===== config.mk =====
export PLATFORM = sky130hd
export DESIGN_NAME = acl_report_top
export DESIGN_NICKNAME = d
export VERILOG_FILES = /design/src/verilog/acl_report_pkg.sv /design/src/verilog/acl_report_top.sv /design/src/verilog/uart_tx_serializer.sv /design/src/verilog/uart_tx_feed.sv /design/src/verilog/adxl362_readings_to_ascii.sv
export VERILOG_INCLUDE_DIRS = /design/src /design/src/include
export SDC_FILE = /design/constraint.sdc
export NUM_CORES = 1
export LEC_CHECK = 0
export ABC_AREA = 1
export ABC_CLOCK_PERIOD_IN_PS = 12500
export BUFFER_PORTS_ARGS = -buffer_cell sky130_fd_sc_hd__buf_2
export CAP_MARGIN = 20
export CORE_AREA = 5 5 241 243
export DETAILED_ROUTE_END_ITERATION = 8
export DIE_AREA = 0 0 246 248
export REMOVE_ABC_BUFFERS = 1
export SYNTH_ARGS = -nofsm -noshare
export SYNTH_HDL_FRONTEND = slang
export SYNTH_SLANG_ARGS = --single-unit

===== constraint.sdc =====
create_clock -name s_clk_20mhz -period 12.5 [get_ports s_clk_20mhz]
set_input_delay 0.625 -clock s_clk_20mhz [delete_from_list [all_inputs] [get_ports s_clk_20mhz]]
set_output_delay 0.625 -clock s_clk_20mhz [all_outputs]
set_load 0.02 [all_outputs]

===== src/include/acl_report_params.svh =====
`ifndef ACL_REPORT_PARAMS_SVH
`define ACL_REPORT_PARAMS_SVH

// ------------------------------------------------------------------------
// UART bit timing
// ------------------------------------------------------------------------

// 20 MHz / 115200 baud, rounded
`define ACL_CLKS_PER_BIT 174

// ------------------------------------------------------------------------
// Line lengths in characters
// ------------------------------------------------------------------------

`define ACL_LCD_CHARS 16   // One 16x2 display row
`define ACL_UART_CHARS 34  // Two display rows plus CR and LF

// ------------------------------------------------------------------------
// Button code for the terminal text view
// ------------------------------------------------------------------------

`define ACL_BTN_TEXT_SEL 4'b0100  // Button 2 pressed alone

`endif

===== src/verilog/acl_report_pkg.sv =====
`include "acl_report_params.svh"

package acl_report_pkg;

  // ------------------------------------------------------------------------
  // Data vectors
  // ------------------------------------------------------------------------

  typedef logic [63:0] acl_meas_t;  // X, Y, Z, temperature from MSB down
  typedef logic [15:0] acl_axis_t;  // One field of a reading
  typedef logic [7:0]  ascii_char_t;

  // First character sits in the top byte
  typedef logic [`ACL_LCD_CHARS*8-1:0]  lcd_line_t;
  typedef logic [`ACL_UART_CHARS*8-1:0] uart_line_t;

  // ------------------------------------------------------------------------
  // State machines
  // ------------------------------------------------------------------------

  typedef enum logic [1:0] {
    fd_idle,  // Waiting for report strobe
    fd_load,  // Byte offered to serializer
    fd_send,  // Byte taken, advance line
    fd_wait   // Last frame still on the wire
  } feed_state_e;

  typedef enum logic [1:0] {
    sr_idle,   // Line high, ready for a byte
    sr_start,  // Start bit
    sr_data,   // Eight data bits, LSB first
    sr_stop    // Stop bit
  } ser_state_e;

endpackage : acl_report_pkg


===== src/verilog/acl_report_top.sv =====
`timescale 1ns/1ps

module acl_report_top
  import acl_report_pkg::*;
(
  input  logic      s_clk_20mhz,
  input  logic      s_rst_20mhz,
  input  acl_meas_t i_meas,              // Packed X, Y, Z, temperature
  input  logic      i_meas_valid,        // Single-cycle strobe
  input  logic      i_reading_inactive,  // Inactivity flag from tester
  input  logic [3:0] i_btn_deb,          // Debounced button levels
  input  logic      i_report_go,         // Start of one terminal report
  output logic      o_uart_tx,
  output logic      o_report_busy
);

  // ------------------------------------------------------------------------
  // Internal connections
  // ------------------------------------------------------------------------

  uart_line_t  s_uart_line;   // Registered 34-character terminal line
  logic        s_feed_idle;   // Feed ready for another report
  ascii_char_t s_tx_data;     // Byte from feed to serializer
  logic        s_tx_valid;
  logic        s_tx_ready;

  assign o_report_busy = ~s_feed_idle;

  // Reading hold and ASCII formatting
  adxl362_readings_to_ascii u_readings_to_ascii (
    .s_clk_20mhz       (s_clk_20mhz),
    .s_rst_20mhz       (s_rst_20mhz),
    .i_meas            (i_meas),
    .i_meas_valid      (i_meas_valid),
    .i_feed_idle       (s_feed_idle),
    .i_reading_inactive(i_reading_inactive),
    .i_btn_deb         (i_btn_deb),
    .o_uart_line       (s_uart_line)
  );

  // Line latch and byte sequencing
  uart_tx_feed u_uart_tx_feed (
    .s_clk_20mhz     (s_clk_20mhz),
    .s_rst_20mhz     (s_rst_20mhz),
    .i_tx_go         (i_report_go),
    .i_dat_ascii_line(s_uart_line),
    .i_tx_ready      (s_tx_ready),
    .o_tx_data       (s_tx_data),
    .o_tx_valid      (s_tx_valid),
    .o_feed_idle     (s_feed_idle)
  );

  // 8N1 frame generation on the TX pin
  uart_tx_serializer u_uart_tx_serializer (
    .s_clk_20mhz(s_clk_20mhz),
    .s_rst_20mhz(s_rst_20mhz),
    .i_tx_data  (s_tx_data),
    .i_tx_valid (s_tx_valid),
    .o_tx_ready (s_tx_ready),
    .o_uart_tx  (o_uart_tx)
  );

endmodule : acl_report_top


===== src/verilog/uart_tx_serializer.sv =====
`timescale 1ns/1ps
`include "acl_report_params.svh"

module uart_tx_serializer
  import acl_report_pkg::*;
(
  input  logic        s_clk_20mhz,
  input  logic        s_rst_20mhz,
  input  ascii_char_t i_tx_data,
  input  logic        i_tx_valid,
  output logic        o_tx_ready,  // High only while idle
  output logic        o_uart_tx    // Registered serial line
);

  localparam int c_bit_cnt_w = $clog2(`ACL_CLKS_PER_BIT);

  ser_state_e              s_state;
  ascii_char_t             s_data;     // Byte being framed
  logic [c_bit_cnt_w-1:0]  s_clk_cnt;  // Cycles into current bit
  logic [2:0]              s_bit_idx;  // Data bit on the line
  logic                    s_bit_end;

  assign o_tx_ready = (s_state == sr_idle);
  assign s_bit_end  = (s_clk_cnt == c_bit_cnt_w'(`ACL_CLKS_PER_BIT - 1));

  // ------------------------------------------------------------------------
  // Frame FSM
  // ------------------------------------------------------------------------

  always_ff @(posedge s_clk_20mhz) begin : p_ser_fsm
    if (s_rst_20mhz) begin
      s_state   <= sr_idle;
      s_clk_cnt <= '0;
      s_bit_idx <= '0;
      o_uart_tx <= 1'b1;  // Line idles high
    end else begin
      s_clk_cnt <= s_bit_end ? '0 : s_clk_cnt + 1'b1;
      case (s_state)
        sr_idle: begin
          s_clk_cnt <= '0;
          if (i_tx_valid) begin
            o_uart_tx <= 1'b0;  // Start bit
            s_bit_idx <= '0;
            s_state   <= sr_start;
          end
        end
        sr_start: begin
          if (s_bit_end) begin
            o_uart_tx <= s_data[0];  // LSB first
            s_state   <= sr_data;
          end
        end
        sr_data: begin
          if (s_bit_end) begin
            if (s_bit_idx == 3'd7) begin
              o_uart_tx <= 1'b1;  // Stop bit
              s_state   <= sr_stop;
            end else begin
              o_uart_tx <= s_data[s_bit_idx + 3'd1];
              s_bit_idx <= s_bit_idx + 3'd1;
            end
          end
        end
        sr_stop: begin
          if (s_bit_end) begin
            s_state <= sr_idle;  // Ready again after full stop bit
          end
        end
        default: s_state <= sr_idle;
      endcase
    end
  end : p_ser_fsm

  // Byte capture on accept
  always_ff @(posedge s_clk_20mhz) begin : p_data_reg
    if ((s_state == sr_idle) && i_tx_valid) begin
      s_data <= i_tx_data;
    end
  end : p_data_reg

endmodule : uart_tx_serializer


===== src/verilog/uart_tx_feed.sv =====
`timescale 1ns/1ps
`include "acl_report_params.svh"

module uart_tx_feed
  import acl_report_pkg::*;
(
  input  logic        s_clk_20mhz,
  input  logic        s_rst_20mhz,
  input  logic        i_tx_go,           // Report strobe
  input  uart_line_t  i_dat_ascii_line,
  input  logic        i_tx_ready,        // Serializer idle
  output ascii_char_t o_tx_data,
  output logic        o_tx_valid,
  output logic        o_feed_idle
);

  localparam int c_cnt_w = $clog2(`ACL_UART_CHARS);

  feed_state_e         s_state;
  uart_line_t          s_line;      // Remaining characters, next one on top
  logic [c_cnt_w-1:0]  s_char_cnt;  // Characters already handed over

  // ------------------------------------------------------------------------
  // Handshake outputs
  // ------------------------------------------------------------------------

  assign o_tx_valid  = (s_state == fd_load);
  assign o_tx_data   = s_line[$bits(uart_line_t)-1 -: 8];  // Top byte
  assign o_feed_idle = (s_state == fd_idle);

  // ------------------------------------------------------------------------
  // Feed FSM
  // ------------------------------------------------------------------------

  always_ff @(posedge s_clk_20mhz) begin : p_feed_fsm
    if (s_rst_20mhz) begin
      s_state    <= fd_idle;
      s_char_cnt <= '0;
    end else begin
      case (s_state)
        fd_idle: begin
          if (i_tx_go) begin
            s_char_cnt <= '0;
            s_state    <= fd_load;  // Valid rises next cycle
          end
        end
        fd_load: begin
          if (i_tx_ready) begin
            s_state <= fd_send;  // Byte accepted this cycle
          end
        end
        fd_send: begin
          s_char_cnt <= s_char_cnt + 1'b1;
          // Valid stays low here for one cycle
          if (s_char_cnt == c_cnt_w'(`ACL_UART_CHARS - 1)) begin
            s_state <= fd_wait;
          end else begin
            s_state <= fd_load;
          end
        end
        fd_wait: begin
          if (i_tx_ready) begin
            s_state <= fd_idle;  // Last stop bit done
          end
        end
        default: s_state <= fd_idle;
      endcase
    end
  end : p_feed_fsm

  // Line shift register, loaded on the strobe
  always_ff @(posedge s_clk_20mhz) begin : p_line_shift
    if ((s_state == fd_idle) && i_tx_go) begin
      s_line <= i_dat_ascii_line;
    end else if (s_state == fd_send) begin
      s_line <= s_line << 8;  // Bring up the next character
    end
  end : p_line_shift

endmodule : uart_tx_feed


===== src/verilog/adxl362_readings_to_ascii.sv =====
`timescale 1ns/1ps
`include "acl_report_params.svh"

module adxl362_readings_to_ascii
  import acl_report_pkg::*;
(
  input  logic       s_clk_20mhz,
  input  logic       s_rst_20mhz,
  input  acl_meas_t  i_meas,
  input  logic       i_meas_valid,
  input  logic       i_feed_idle,         // Low while a report is on the wire
  input  logic       i_reading_inactive,
  input  logic [3:0] i_btn_deb,
  output uart_line_t o_uart_line
);

  // ------------------------------------------------------------------------
  // Nibble and field conversion
  // ------------------------------------------------------------------------

  // One hex digit, uppercase
  function automatic ascii_char_t nib_to_hex(input logic [3:0] nib);
    if (nib < 4'd10) begin
      return 8'h30 + {4'h0, nib};  // '0'..'9'
    end else begin
      return 8'h37 + {4'h0, nib};  // 'A'..'F'
    end
  endfunction

  // Four digits, most significant first
  function automatic logic [31:0] axis_to_hex(input acl_axis_t axis);
    return {nib_to_hex(axis[15:12]), nib_to_hex(axis[11:8]),
            nib_to_hex(axis[7:4]), nib_to_hex(axis[3:0])};
  endfunction

  // ------------------------------------------------------------------------
  // Measurement hold
  // ------------------------------------------------------------------------

  acl_meas_t s_meas_hold;  // Frozen while the feed is busy
  acl_axis_t s_x_axis;
  acl_axis_t s_y_axis;
  acl_axis_t s_z_axis;
  acl_axis_t s_temp;

  lcd_line_t s_dat_line1;
  lcd_line_t s_dat_line2;
  lcd_line_t s_txt_line1;
  lcd_line_t s_txt_line2;

  always_ff @(posedge s_clk_20mhz) begin : p_hold_meas
    if (s_rst_20mhz) begin
      s_meas_hold <= '0;
    end else if (i_meas_valid && i_feed_idle) begin
      s_meas_hold <= i_meas;  // Only take new data between reports
    end
  end : p_hold_meas

  // Field split of the held reading
  assign s_x_axis = s_meas_hold[63:48];
  assign s_y_axis = s_meas_hold[47:32];
  assign s_z_axis = s_meas_hold[31:16];
  assign s_temp   = s_meas_hold[15:0];

  // ------------------------------------------------------------------------
  // Display lines
  // ------------------------------------------------------------------------

  // "X=hhhh  Y=hhhh  "
  assign s_dat_line1 = {"X=", axis_to_hex(s_x_axis), "  ",
                        "Y=", axis_to_hex(s_y_axis), "  "};

  // "Z=hhhh  T=hhhh  "
  assign s_dat_line2 = {"Z=", axis_to_hex(s_z_axis), "  ",
                        "T=", axis_to_hex(s_temp), "  "};

  assign s_txt_line1 = "ACL2 READINGS   ";

  // Activity state from tester flag
  assign s_txt_line2 = i_reading_inactive ? "STATE: INACTIVE "
                                          : "STATE: ACTIVE   ";

  // ------------------------------------------------------------------------
  // Terminal line register
  // ------------------------------------------------------------------------

  always_ff @(posedge s_clk_20mhz) begin : p_reg_uart_line
    if (i_btn_deb == `ACL_BTN_TEXT_SEL) begin
      o_uart_line <= {s_txt_line1, s_txt_line2, 8'h0D, 8'h0A};  // Text view
    end else begin
      o_uart_line <= {s_dat_line1, s_dat_line2, 8'h0D, 8'h0A};  // Hex data
    end
  end : p_reg_uart_line

endmodule : adxl362_readings_to_ascii


; ---- After elaboration in Yosys (flattened, before gate mapping)
; Cells that the tools add are included.
[word_totals]
register_bits = 638
latch_bits = 0
mem_bits_rw = 0
romBits = 0
out_inout_bits = 2
word_cells = 143
memories = 0
[op_classes]
n_addsub = 35
mul = 0
div_mod_pow = 0
magnitude_cmp = 17
n_eq_ne = 19
shifts = 0
muxes = 44
n_bitwise = 1
n_reduce_logical = 15
[ops]
columns = cell, n
row1 = 272-bit 2-to-1 mux, 2
row2 = 269-bit 2-to-1 mux, 1
row3 = "6-bit by 4-bit adder with 7-bit output, first input constant", 32
row4 = 8-bit 2-to-1 mux, 16
row5 = 68-bit 2-to-1 mux, 1
row6 = "4-bit < comparator, second input constant", 16
row7 = 2-bit 2-to-1 mux, 9
row8 = 2-bit one-hot mux with 4 select lines, 2
row9 = 6-bit one-hot mux with 2 select lines, 1
row10 = "2-bit by 1-bit != test with 1-bit output, second input constant", 5
row11 = 3-bit 2-to-1 mux, 3
row12 = "8-bit by 1-bit adder with 8-bit output, second input constant", 1
row13 = "2-bit == test, second input constant", 4
row14 = "8-bit == test, second input constant", 1
row15 = "2-bit != test, second input constant", 4
row16 = 4-bit AND reduction, 2
row17 = "6-bit by 1-bit adder with 6-bit output, second input constant", 1
row18 = "6-bit == test, second input constant", 1
row19 = 6-bit 2-to-1 mux, 1
row20 = 3-bit one-hot mux with 2 select lines, 1
row21 = 2-bit nonzero test, 3
row22 = 1-bit 2-to-1 mux, 5
row23 = 5-bit AND reduction, 1
row24 = "2-bit by 1-bit == test with 1-bit output, second input constant", 2
row25 = 13 further kinds, 16

; ---- Depth between registers and ports, before layout
; Gate-level depths: netlist of the first run.
[depth]
ltp_word = 6
depth_mapped = 10
depth_no_buf = 10

; ---- Hierarchy
; From an unflattened synthesis of the first run, not the netlist that was laid out.
[unflattened]
cells_unflattened = 2278
hier_area_um2 = 20893.8
[by_module_without_submodules]
columns = module, n_inst, cells_each, area_each_um2, seq_area_each_um2
row1 = uart_tx_feed, 1, 1215, 12154.2, 8328.0
row2 = adxl362_readings_to_ascii, 1, 923, 7631.1, 3683.5
row3 = uart_tx_serializer, 1, 139, 1104.8, 520.5
row4 = acl_report_top, 1, 1, 3.8, 0.0

; ---- Least setup slack after synthesis of the first run
; OpenSTA, ideal clock, no wires.
[synth_timing]
path_type = in2reg
start = input port i_report_go
end = register u_uart_tx_feed.s_line[100] (enable)
arrival_ns = 5.363
required_ns = 11.925
path_slack_ns = 6.562
path_stages = 5
cell_sequence = inv_1 > nor2_2 > buf_2 > nor2_1 > inv_1
[synth_between]
elab_chain_cells = 2
[synth_lines]
columns = element, line_no
row1 = "start, declared", acl_report_top.sv:12  ; input logic i_report_go,
row2 = 1-bit logical AND, uart_tx_feed.sv:73  ; if ((s_state == fd_idle) && i_tx_go) begin
row3 = 2-bit nonzero test (no line), --
row4 = "end signal, assigned", uart_tx_feed.sv:74  ; s_line <= i_dat_ascii_line;
row5 = "end signal, assigned", uart_tx_feed.sv:76  ; s_line <= s_line << 8;
row6 = "end, declared", uart_tx_feed.sv:20  ; uart_line_t s_line;
; No other way between the ends.
; A chain may end at the register's enable or synchronous reset.

; ---- Worst setup path in the final report of the first run
[layout_timing]
start = register u_uart_tx_feed.s_state[0]
end = register u_uart_tx_feed.s_line[97] (enable)
[layout_between]
elab_chain_cells = 3
[layout_lines]
columns = element, line_no
row1 = "start, declared", uart_tx_feed.sv:19  ; feed_state_e s_state;
row2 = "start signal, assigned", uart_tx_feed.sv:37  ; s_state <= fd_idle;
row3 = "start signal, assigned", uart_tx_feed.sv:44  ; s_state <= fd_load;
row4 = "start signal, assigned", uart_tx_feed.sv:49  ; s_state <= fd_send;
row5 = 2-bit zero test, uart_tx_feed.sv:73
row6 = 1-bit logical AND, uart_tx_feed.sv:73
row7 = 2-bit nonzero test (no line) *, --
; Mark *: on every way between the ends. The rest lies on a longest branch, timed or not.

==> results of run 1 <==
## layer usage
layer	wire length (um)	up-vias	track usage (%)
met4	625	0	2.76
met3	1220	46	1.84
li1	-	5575	-
met5	0	-	0
met2	15400	163	17.5
met1	14300	5116	13.2
## power breakdown
group / switching [W] / internal, W / leakage, nW / total [W]
Clock: 0.000535 / 0.000770 / 0.688 / 0.00131
Sequential: 0.0000998 / 0.00194 / 3.92 / 0.00204
Combinational: 0.000464 / 0.000205 / 3.49 / 0.000669
Total: 0.00110 / 0.00291 / 8.10 / 0.00401
## cells in the mapped netlist, types with 2 or more instances
cell	n
nor2_1	127
or2_1	15
nand2_2	5
buf_2	42
a21oi_2	2
a21oi_1	103
o32ai_1	2
inv_1	176
o21a_1	8
or2_2	5
edfxtp_1	229
o31ai_1	2
dfxtp_1	206
nor2_2	2
o21ai_0	118
nor3_1	15
xor2_1	2
ha_1	26
nand4_1	2
nor3b_1	2
clkbuf_1	23
buf_4	2
inv_2	3
nand2_1	515
a221oi_1	2
nand3_1	40
buf_1	3
## cells by family (layout without fill, tap and decap cells)
kind of cell,Yosys count,after routing,share of synthesized area (%)
simple gates,730,730,17.5
flops,435,435,66.5
buf+inv,249,340,6.01
compound gates,245,245,7.90
fa+ha+maj,26,26,1.97
xor+xnor,2,2,0.106
## worst max-delay path: cells and delay by family, from the launching register on
family,cells,cell delay (ps)
simple gates,2,280
buf+inv,4,1810
flops,1,330
## layout by cell type (no fill, tap or decap), types with 2 or more instances in the layout
| cell | count |
|---|---|
| xor2_1 | 2 |
| inv_2 | 3 |
| nor2_1 | 127 |
| or2_1 | 15 |
| bufinv_16 | 5 |
| o32ai_1 | 2 |
| clkbuf_1 | 16 |
| o21a_1 | 8 |
| a221oi_1 | 2 |
| clkbuf_8 | 2 |
| clkinv_2 | 4 |
| a21oi_2 | 2 |
| inv_8 | 2 |
| ha_1 | 26 |
| nand2_1 | 514 |
| nor3_1 | 15 |
| nor3b_1 | 2 |
| inv_6 | 3 |
| clkbuf_16 | 44 |
| clkinv_1 | 4 |
| or2_2 | 5 |
| buf_2 | 74 |
| edfxtp_1 | 229 |
| o21ai_0 | 118 |
| nand3_1 | 40 |
| nand2_2 | 6 |
| a21oi_1 | 103 |
| inv_1 | 174 |
| buf_4 | 6 |
| nand4_1 | 2 |
| dfxtp_1 | 206 |
| o31ai_1 | 2 |
## registers in the layout, summed over array words and instances (netlist names)
| register | flops |
|---|---|
| u_readings_to_ascii.o_uart_line | 120 |
| u_readings_to_ascii.s_meas_hold | 64 |
| u_uart_tx_feed.s_char_cnt | 6 |
| u_uart_tx_feed.s_line | 222 |
| u_uart_tx_feed.s_state | 2 |
| u_uart_tx_serializer.o_uart_tx | 1 |
| u_uart_tx_serializer.s_bit_idx | 3 |
| u_uart_tx_serializer.s_clk_cnt | 8 |
| u_uart_tx_serializer.s_data | 7 |
| u_uart_tx_serializer.s_state | 2 |
## final timing paths
path / from / to / slack (ps) / cells after the start
hold / removal: i_reading_inactive / u_readings_to_ascii.o_uart_line[72] / 280 / 2
hold reg to reg: u_uart_tx_feed.s_line[264] / u_uart_tx_serializer.s_data[0] / 420 / 0
setup reg to reg: u_uart_tx_feed.s_state[0] / u_uart_tx_feed.s_line[97] / 9530 / 6
setup / recovery: u_uart_tx_feed.s_state[0] / u_uart_tx_feed.s_line[97] / 9530 / 6
## area by class of cell
type / instances / share of cell area [%]
clock buffers: 62 / 6.24
clock inverters: 18 / 1.21
inverters: 179 / 3.58
multi-input cells: 1003 / 24.0
flip-flops and latches: 435 / 57.8
well taps: 756 / 4.97
repair buffers: 81 / 2.29
## stage by stage
step                      power (W)  worst slack [ps]
final                       0.00401              9530
after global routing        0.00426              9300
after CTS                   0.00407              9480
after detailed placement    0.00275              9260
after global placement      0.00273              9280
after floorplan             0.00259              3230
==> impl_metrics.py, run 1 <==
metrics = {
    "synthesis": {
        "avgSynthCellArea_um2": 9.81,
        "synth.top_cells.by_area": "edfxtp_1 (42%), dfxtp_1 (25%), nand2_1 (12%), inv_1 (4.0%), o21ai_0 (3.6%)",
        "synthArstFlopShare_pct": 0,
        "synth_edf_count": 229,
        "synth_cells": 1687,
        "syn-cell-area_um2": 16500,
        "yosysSeqAreaShare_pct": 66.5,
        "yosysTopAreaCell": "edfxtp_1",
        "ys.flop_type": "edfxtp_1",
        "ys_ff_latch": 435,
        "synth_cell_types": 37,
        "ys.warnings.count": 0,
        "synth_top_cell_area_share_pct": 41.6,
    },
    "finish": {
        "drive_gt1_share_pct": 9.22,
        "stdcell_count": 2534,
        "nFillCells": 5692,
        "regArea_um2": 11000,
        "final_nets": 1842,
        "multi_input_area_um2": 4560,
        "utilization_pct": 34.2,
        "n_antenna_cell": 0,
        "final_cell_area_um2": 19000,
        "syn2layout_area_growth_pct": 15.1,
    },
    "die": {
        "core_um2": 55700,
        "initial_core_util_pct": 29.7,
        "die_h_um": 248,
        "die_area_um2": 61000,
        "fp-row-count": 87,
        "fp.dieW_um": 246,
        "io_pins": 75,
    },
    "pwr": {
        "ir_drop_mv": 0.106,
        "p_leak_nw": 8.10,
        "p_per_area_nw_per_um2": 211,
    },
    "sta": {
        "hold_viol_final": 0,
        "fin_crit_sh_pct": 23.8,
        "drv_slew": 0,
        "final.setup_skew_ps": 16.9,
        "setup_violations": 0,
        "post-route-min-period_ps": 2970,
        "tightest_slew_ps": 1020,
        "relSlewSlack_pct": 31.7,
        "fmax_mhz": 336,
        "setup_tns_ps": 0,
        "hold-worst-slack_ps": 283,
        "rsz0062_at_grt": "false",
    },
    "outcome": {
        "status": "finished, final reports clean",
    },
    "route": {
        "ant_nets": 0,
        "wl_um": 31500,
        "firstDrtPassIters": 5,
        "first_iter_violations": 608,
        "avgRoutedWirePerCell_um": 12.4,
        "vias_per_cell": 4.30,
        "drc": 0,
        "dr_total_vias": 10900,
    },
    "clocking": {
        "numCtsBuffers": 43,
        "cts-resized-gates": 0,
        "htree_num_levels": 2,
        "clk_pin_slew_ps": 60,
        "hold_buffers": 0,
        "insertion_delay_ps": 550,
        "cts_sinks": 435,
        "clock_path_buffers": 3,
        "cts_tree": "done",
        "root_buffer": "clkbuf_16",
        "cts_setup_buffers": 0,
    },
    "critical_path": {
        "critical_path_class": "reg -> reg",
        "cpMaxStageDelayCell": "buf_4",
        "required_ps": 12660,
        "endpoint_kind": "register",
        "arrival_ps": 3130,
        "max_stage_delay_ps": 880,
        "path_cells": "inv_2, nand2_1, inv_1, nor2_1, inv_8, buf_4",
        "worstPathMaxFanout": 144,
        "crit_path_start_kind": "register",
    },
    "global_route": {
        "antenna_found_initial": 0,
        "grt_pass1_wl_um": 51400,
        "grt_overflow": 0,
        "grt_max_degree": 183,
        "track_usage_pct": 10.1,
        "grt_pass1_vias": 10430,
    },
    "placement": {
        "port_buffers": 74,
        "place_congestion": 0.773,
        "dp_hpwl_um": 19100,
        "dp.cells": 2454,
        "placed_cell_area_um2": 17600,
    },
    "job": {
        "drv_cap": 0,
    },
    "hold_path": {
        "hold_class": "in -> reg",
    },
}
No activity file was read; power rests on OpenSTA's default activity.
==> inputs of run 2 (changes only) <==
Settings changed: ABC_CLOCK_PERIOD_IN_PS 12500 to 2600.
Clock period 12.5 ns to 2.6 ns, I/O delays scaled along.
==> impl_metrics.py, run 2 (same netlist as run 1, synthesis figures left out) <==
metrics = {
    "sta": {
        "setup_tns_ps": 0,
        "setup_violations": 0,
        "post-route-min-period_ps": 2140,
        "relSlewSlack_pct": 44.8,
        "fin_crit_sh_pct": 82.2,
        "rsz0062_at_grt": "false",
        "final.setup_skew_ps": 22.9,
        "fmax_mhz": 468,
        "hold_viol_final": 0,
        "final_critical_path_setup_slack_ps": 462,
        "tightest_slew_ps": 828,
        "drv_slew": 0,
    },
    "placement": {
        "place_congestion": 0.773,
        "pre_cts_ws_ps": 416,
        "dp_hpwl_um": 19900,
        "placed_cell_area_um2": 17800,
        "port_buffers": 74,
    },
    "route": {
        "route.met2.wl_um": 15200,
        "drc": 0,
        "met1Wirelength_um": 14600,
        "avgRoutedWirePerCell_um": 12.2,
        "routed.top_layer": "met4",
        "firstDrtPassIters": 4,
        "ant_nets": 0,
        "first_iter_violations": 719,
        "vias_per_cell": 4.25,
        "routed-wl-met3_um": 1400,
        "dr_total_vias": 11106,
        "wl_um": 31900,
    },
    "critical_path": {
        "r2r-start": "u_uart_tx_feed.s_state[0]",
        "required_ps": 3000,
        "reg2reg_to": "u_uart_tx_feed.s_line[221]",
        "path_cells": "inv_2, nand2_2, nor2_4, buf_12, nand2_1, nand2_1",
        "cp-startpoint": "u_uart_tx_feed.s_state[0]",
        "worstRegToRegCells": 6,
        "crit_path_start_kind": "register",
        "crit_end": "u_uart_tx_feed.s_line[221]",
        "critPathMostFrequentCell": "nand2_1",
        "cpMaxStageDelayCell": "buf_12",
        "r2r_slack_ps": 460,
        "arrival_ps": 2530,
        "critical_path_class": "reg -> reg",
        "max_stage_delay_ps": 500,
        "endpoint_kind": "register",
        "worstPathMaxFanout": 182,
    },
    "global_route": {
        "track_usage_pct": 10.3,
        "antenna_found_initial": 1,
        "grt_overflow": 0,
        "grt_pass1_wl_um": 52500,
        "grt_pass1_vias": 10974,
        "grt_max_degree": 183,
    },
    "clocking": {
        "cts_sinks": 435,
        "numCtsBuffers": 45,
        "insertion_delay_ps": 560,
        "cts-resized-gates": 0,
        "clk_pin_slew_ps": 60,
        "cts_tree": "done",
        "hold_buffers": 65,
        "clock_path_buffers": 3,
        "root_buffer": "clkbuf_16",
        "cts_setup_buffers": 0,
        "htree_num_levels": 2,
    },
    "die": {
        "core_um2": 55700,
        "fp-row-count": 87,
        "io_pins": 75,
        "fp.dieW_um": 246,
        "die_h_um": 248,
        "die_area_um2": 61000,
        "initial_core_util_pct": 29.7,
    },
    "finish": {
        "top_register": "u_uart_tx_feed.s_line",
        "utilization_pct": 35.9,
        "syn2layout_area_growth_pct": 20.8,
        "final_cell_mix": "nand2_1 (514), edfxtp_1 (229), dfxtp_1 (206)",
        "biggestRegsByFlops": "u_uart_tx_feed.s_line (222), u_readings_to_ascii.o_uart_line (120), u_readings_to_ascii.s_meas_hold (64)",
        "drive_gt1_share_pct": 9.60,
        "final_cell_area_um2": 20000,
        "n_antenna_cell": 0,
        "final_nets": 1918,
        "layout_commonest_cell": "nand2_1",
        "largest_register_ffs": 222,
    },
    "outcome": {
        "status": "finished, final reports clean",
    },
    "job": {
        "drv_cap": 0,
    },
    "pwr": {
        "p_per_area_nw_per_um2": 989,
        "total_power_w": 0.0198,
        "p_leak_nw": 8.51,
        "ir_drop_mv": 0.526,
    },
    "hold_path": {
        "hold_class": "in -> reg",
    },
}
==> run 2: per-layer routing <==
metal | global-route usage (%) | vias up
li1 | - | 5721
met1 | 13.3 | 5159
met2 | 17.6 | 182
met3 | 2.37 | 44
met4 | 2.74 | 0
met5 | 0 | -
==> run 2: worst max-delay path, delay by kind of cell (launching register included) <==
| family | cells | cell delay (ps) |
|---|---|---|
| buffers and inverters | 2 | 610 |
| flip-flops | 1 | 320 |
| AND/OR/NAND/NOR | 4 | 940 |
==> run 2: area by class of cell <==
type                            count  area [um2]
Clock inverter                     16         189
Clock buffer                       67        1340
Inverter                          179         682
Fill cell                        5645       35800
Tap cell                          756         946
Sequential cell                   435       11000
Multi-Input combinational cell   1003        4560
Timing Repair Buffer              155        1270
==> run 2: how the worst min path moves through the flow <==
| stage | from | endpoint | cells past startpoint | slack, ps |
|---|---|---|---|---|
| floorplan | s_rst_20mhz | u_uart_tx_feed.s_char_cnt[1] | 1 | 200 |
| global placement | i_reading_inactive | u_readings_to_ascii.o_uart_line[72] | 2 | 340 |
| detailed placement | i_reading_inactive | u_readings_to_ascii.o_uart_line[72] | 2 | 340 |
| CTS | i_meas[51] | u_readings_to_ascii.s_meas_hold[51] | 3 | 5 |
| global route | i_meas[49] | u_readings_to_ascii.s_meas_hold[49] | 3 | 50 |
| finish | i_meas[51] | u_readings_to_ascii.s_meas_hold[51] | 3 | 9 |
==> run 2: report_power, final <==
group	internal, W	switching (W)
registers	0.00931	0.000498
logic	0.00115	0.00227
clock network	0.00395	0.00258
==> run 2: through the flow <==
stage / cells / hold WS (ps)
after detailed placement: 2463 / 338
final: 2611 / 9.26
after CTS: 2611 / 5.17
after floorplan: 1617 / 199
after global placement: 2463 / 336
after global routing: 2611 / 45.0
==> inputs of run 3 (changes only) <==
Settings changed: ABC_CLOCK_PERIOD_IN_PS 2600 to 2140.
Clock period 2.6 ns to 2.14 ns, I/O delays scaled along.
==> impl_metrics.py, run 3 (same netlist as run 1, synthesis figures left out) <==
metrics = {
    "outcome": {
        "status": "finished, final reports clean",
    },
    "route": {
        "dr_total_vias": 11130,
        "ant_nets": 0,
        "firstDrtPassIters": 5,
        "first_iter_violations": 763,
        "vias_per_cell": 4.25,
        "wl_um": 32200,
        "avgRoutedWirePerCell_um": 12.3,
        "drc": 0,
    },
    "placement": {
        "place_congestion": 0.761,
        "placed_cell_area_um2": 17900,
        "dp_hpwl_um": 20500,
        "port_buffers": 74,
    },
    "die": {
        "fp.dieW_um": 246,
        "io_pins": 75,
        "core_um2": 55700,
        "initial_core_util_pct": 29.7,
        "die_area_um2": 61000,
        "die_h_um": 248,
        "fp-row-count": 87,
    },
    "hold_path": {
        "min_from": "i_btn_deb[0]",
        "holdPathStages": 4,
        "hold_class": "in -> reg",
        "hold-path-endpoint": "u_readings_to_ascii.o_uart_line[40]",
    },
    "critical_path": {
        "path_cells": "inv_2, nand2_1, inv_1, nor2_1, buf_4, inv_8, buf_12",
        "worstPathMaxFanout": 42,
        "worstRegToRegCells": 7,
        "arrival_ps": 2130,
        "crit_path_start_kind": "register",
        "critical_path_class": "reg -> reg",
        "cpMaxStageDelayCell": "dfxtp_1",
        "r2r_slack_ps": 260,
        "cp_top_family": "buffers and inverters",
        "endpoint_kind": "register",
        "max_stage_delay_ps": 330,
        "required_ps": 2380,
        "reg2reg_to": "u_uart_tx_feed.s_line[107]",
        "r2r-start": "u_uart_tx_feed.s_state[0]",
        "critPathBufInv": 5,
    },
    "pwr": {
        "p_leak_nw": 8.59,
        "p_per_area_nw_per_um2": 1220,
        "total_power_w": 0.0245,
        "ir_drop_mv": 0.684,
    },
    "clocking": {
        "cts_setup_buffers": 0,
        "cts-resized-gates": 0,
        "cts_sinks": 435,
        "cts_tree": "done",
        "numCtsBuffers": 44,
        "htree_num_levels": 2,
        "clk_pin_slew_ps": 60,
        "root_buffer": "clkbuf_16",
        "insertion_delay_ps": 560,
        "clock_path_buffers": 3,
    },
    "finish": {
        "final_nets": 1926,
        "nFillCells": 5590,
        "top_register": "u_uart_tx_feed.s_line",
        "syn2layout_area_growth_pct": 21.9,
        "n_antenna_cell": 0,
        "layout_commonest_cell": "nand2_1",
        "multi_input_area_um2": 4560,
        "regArea_um2": 11000,
        "largest_register_ffs": 222,
        "drive_gt1_share_pct": 10.2,
        "final_cell_area_um2": 20200,
        "final_cell_mix": "nand2_1 (514), edfxtp_1 (229), dfxtp_1 (206)",
        "biggestRegsByFlops": "u_uart_tx_feed.s_line (222), u_readings_to_ascii.o_uart_line (120), u_readings_to_ascii.s_meas_hold (64)",
    },
    "global_route": {
        "grt_pass1_vias": 11119,
        "busiest_layer": "met2",
        "grt_max_degree": 83,
        "grt_pass1_wl_um": 53700,
        "antenna_found_initial": 0,
        "use_met1_pct": 13.4,
        "track_usage_pct": 10.5,
        "grt_overflow": 0,
        "gr-usage-met3_pct": 1.95,
        "grtUsageMet2_pct": 18.5,
    },
    "sta": {
        "setup_violations": 0,
        "fmax_mhz": 531,
        "hold_viol_final": 0,
        "relSlewSlack_pct": 59.2,
        "setup_tns_ps": 0,
        "hold-worst-slack_ps": 82.8,
        "post-route-min-period_ps": 1880,
        "tightest_slew_ps": 609,
        "drv_slew": 0,
        "rsz0062_at_grt": "false",
        "final.setup_skew_ps": 11.3,
        "fin_crit_sh_pct": 87.9,
    },
    "job": {
        "drv_cap": 0,
    },
}
==> run 3: worst max-delay path by stage <==
stage | start | end | slack (ps) | cells past startpoint
3_5_place_dp | u_uart_tx_feed.s_state[0] | u_uart_tx_feed.s_line[86] | 240 | 7
5_1_grt | u_uart_tx_feed.s_state[0] | u_uart_tx_feed.s_line[134] | 130 | 7
4_1_cts | u_uart_tx_feed.s_state[0] | u_uart_tx_feed.s_line[73] | 240 | 7
3_3_place_gp | u_uart_tx_feed.s_state[0] | u_uart_tx_feed.s_line[80] | 310 | 7
2_1_floorplan | u_uart_tx_feed.s_state[0] | u_uart_tx_feed.s_line[100] | -7020 | 5
6_report | u_uart_tx_feed.s_state[0] | u_uart_tx_feed.s_line[107] | 260 | 7
==> run 3: repair_timing <==
action,in CTS,in global routing
endpoints found under the hold margin,79,0
hold buffers,67,0
setup endpoints to repair,0,0
==> run 3: layer usage <==
layer | share of wire, % | vias to the layer above
met2 | 49 | 153
met1 | 45 | 5193
li1 | - | 5732
met3 | 3.8 | 52
met4 | 2.2 | 0
met5 | 0 | -
==> run 3: power by group <==
| part | switching [W] | leakage, nW | internal (W) |
|---|---|---|---|
| clock | 0.00323 | 0.780 | 0.00517 |
| sequential | 0.000623 | 3.92 | 0.0113 |
| combinational | 0.00275 | 3.90 | 0.00146 |
| total | 0.00660 | 8.59 | 0.0179 |
==> run 3: tightest hold or removal path: stages <==
cell and delay [ps]:
buf_2 70, nor2_1 40, nand2_2 250, nand3_1 120
==> run 3: cell type report <==
| cell class | count | area share (%) |
|---|---|---|
| timing repair buffer | 164 | 6.70 |
| tap | 756 | 4.69 |
| sequential | 435 | 54.6 |
| clock buffer | 56 | 6.09 |
| multi-input combinational | 1003 | 22.6 |
| clock inverter | 25 | 1.92 |
| inverter | 179 | 3.38 |
==> run 3: metrics by stage <==
step	util, %	cells	setup slack, ps
CTS	36.2	2618	244
global placement	32.1	2470	305
detailed placement	32.1	2470	242
finish	36.2	2618	258
global route	36.2	2618	130
floorplan	-	1617	-7020
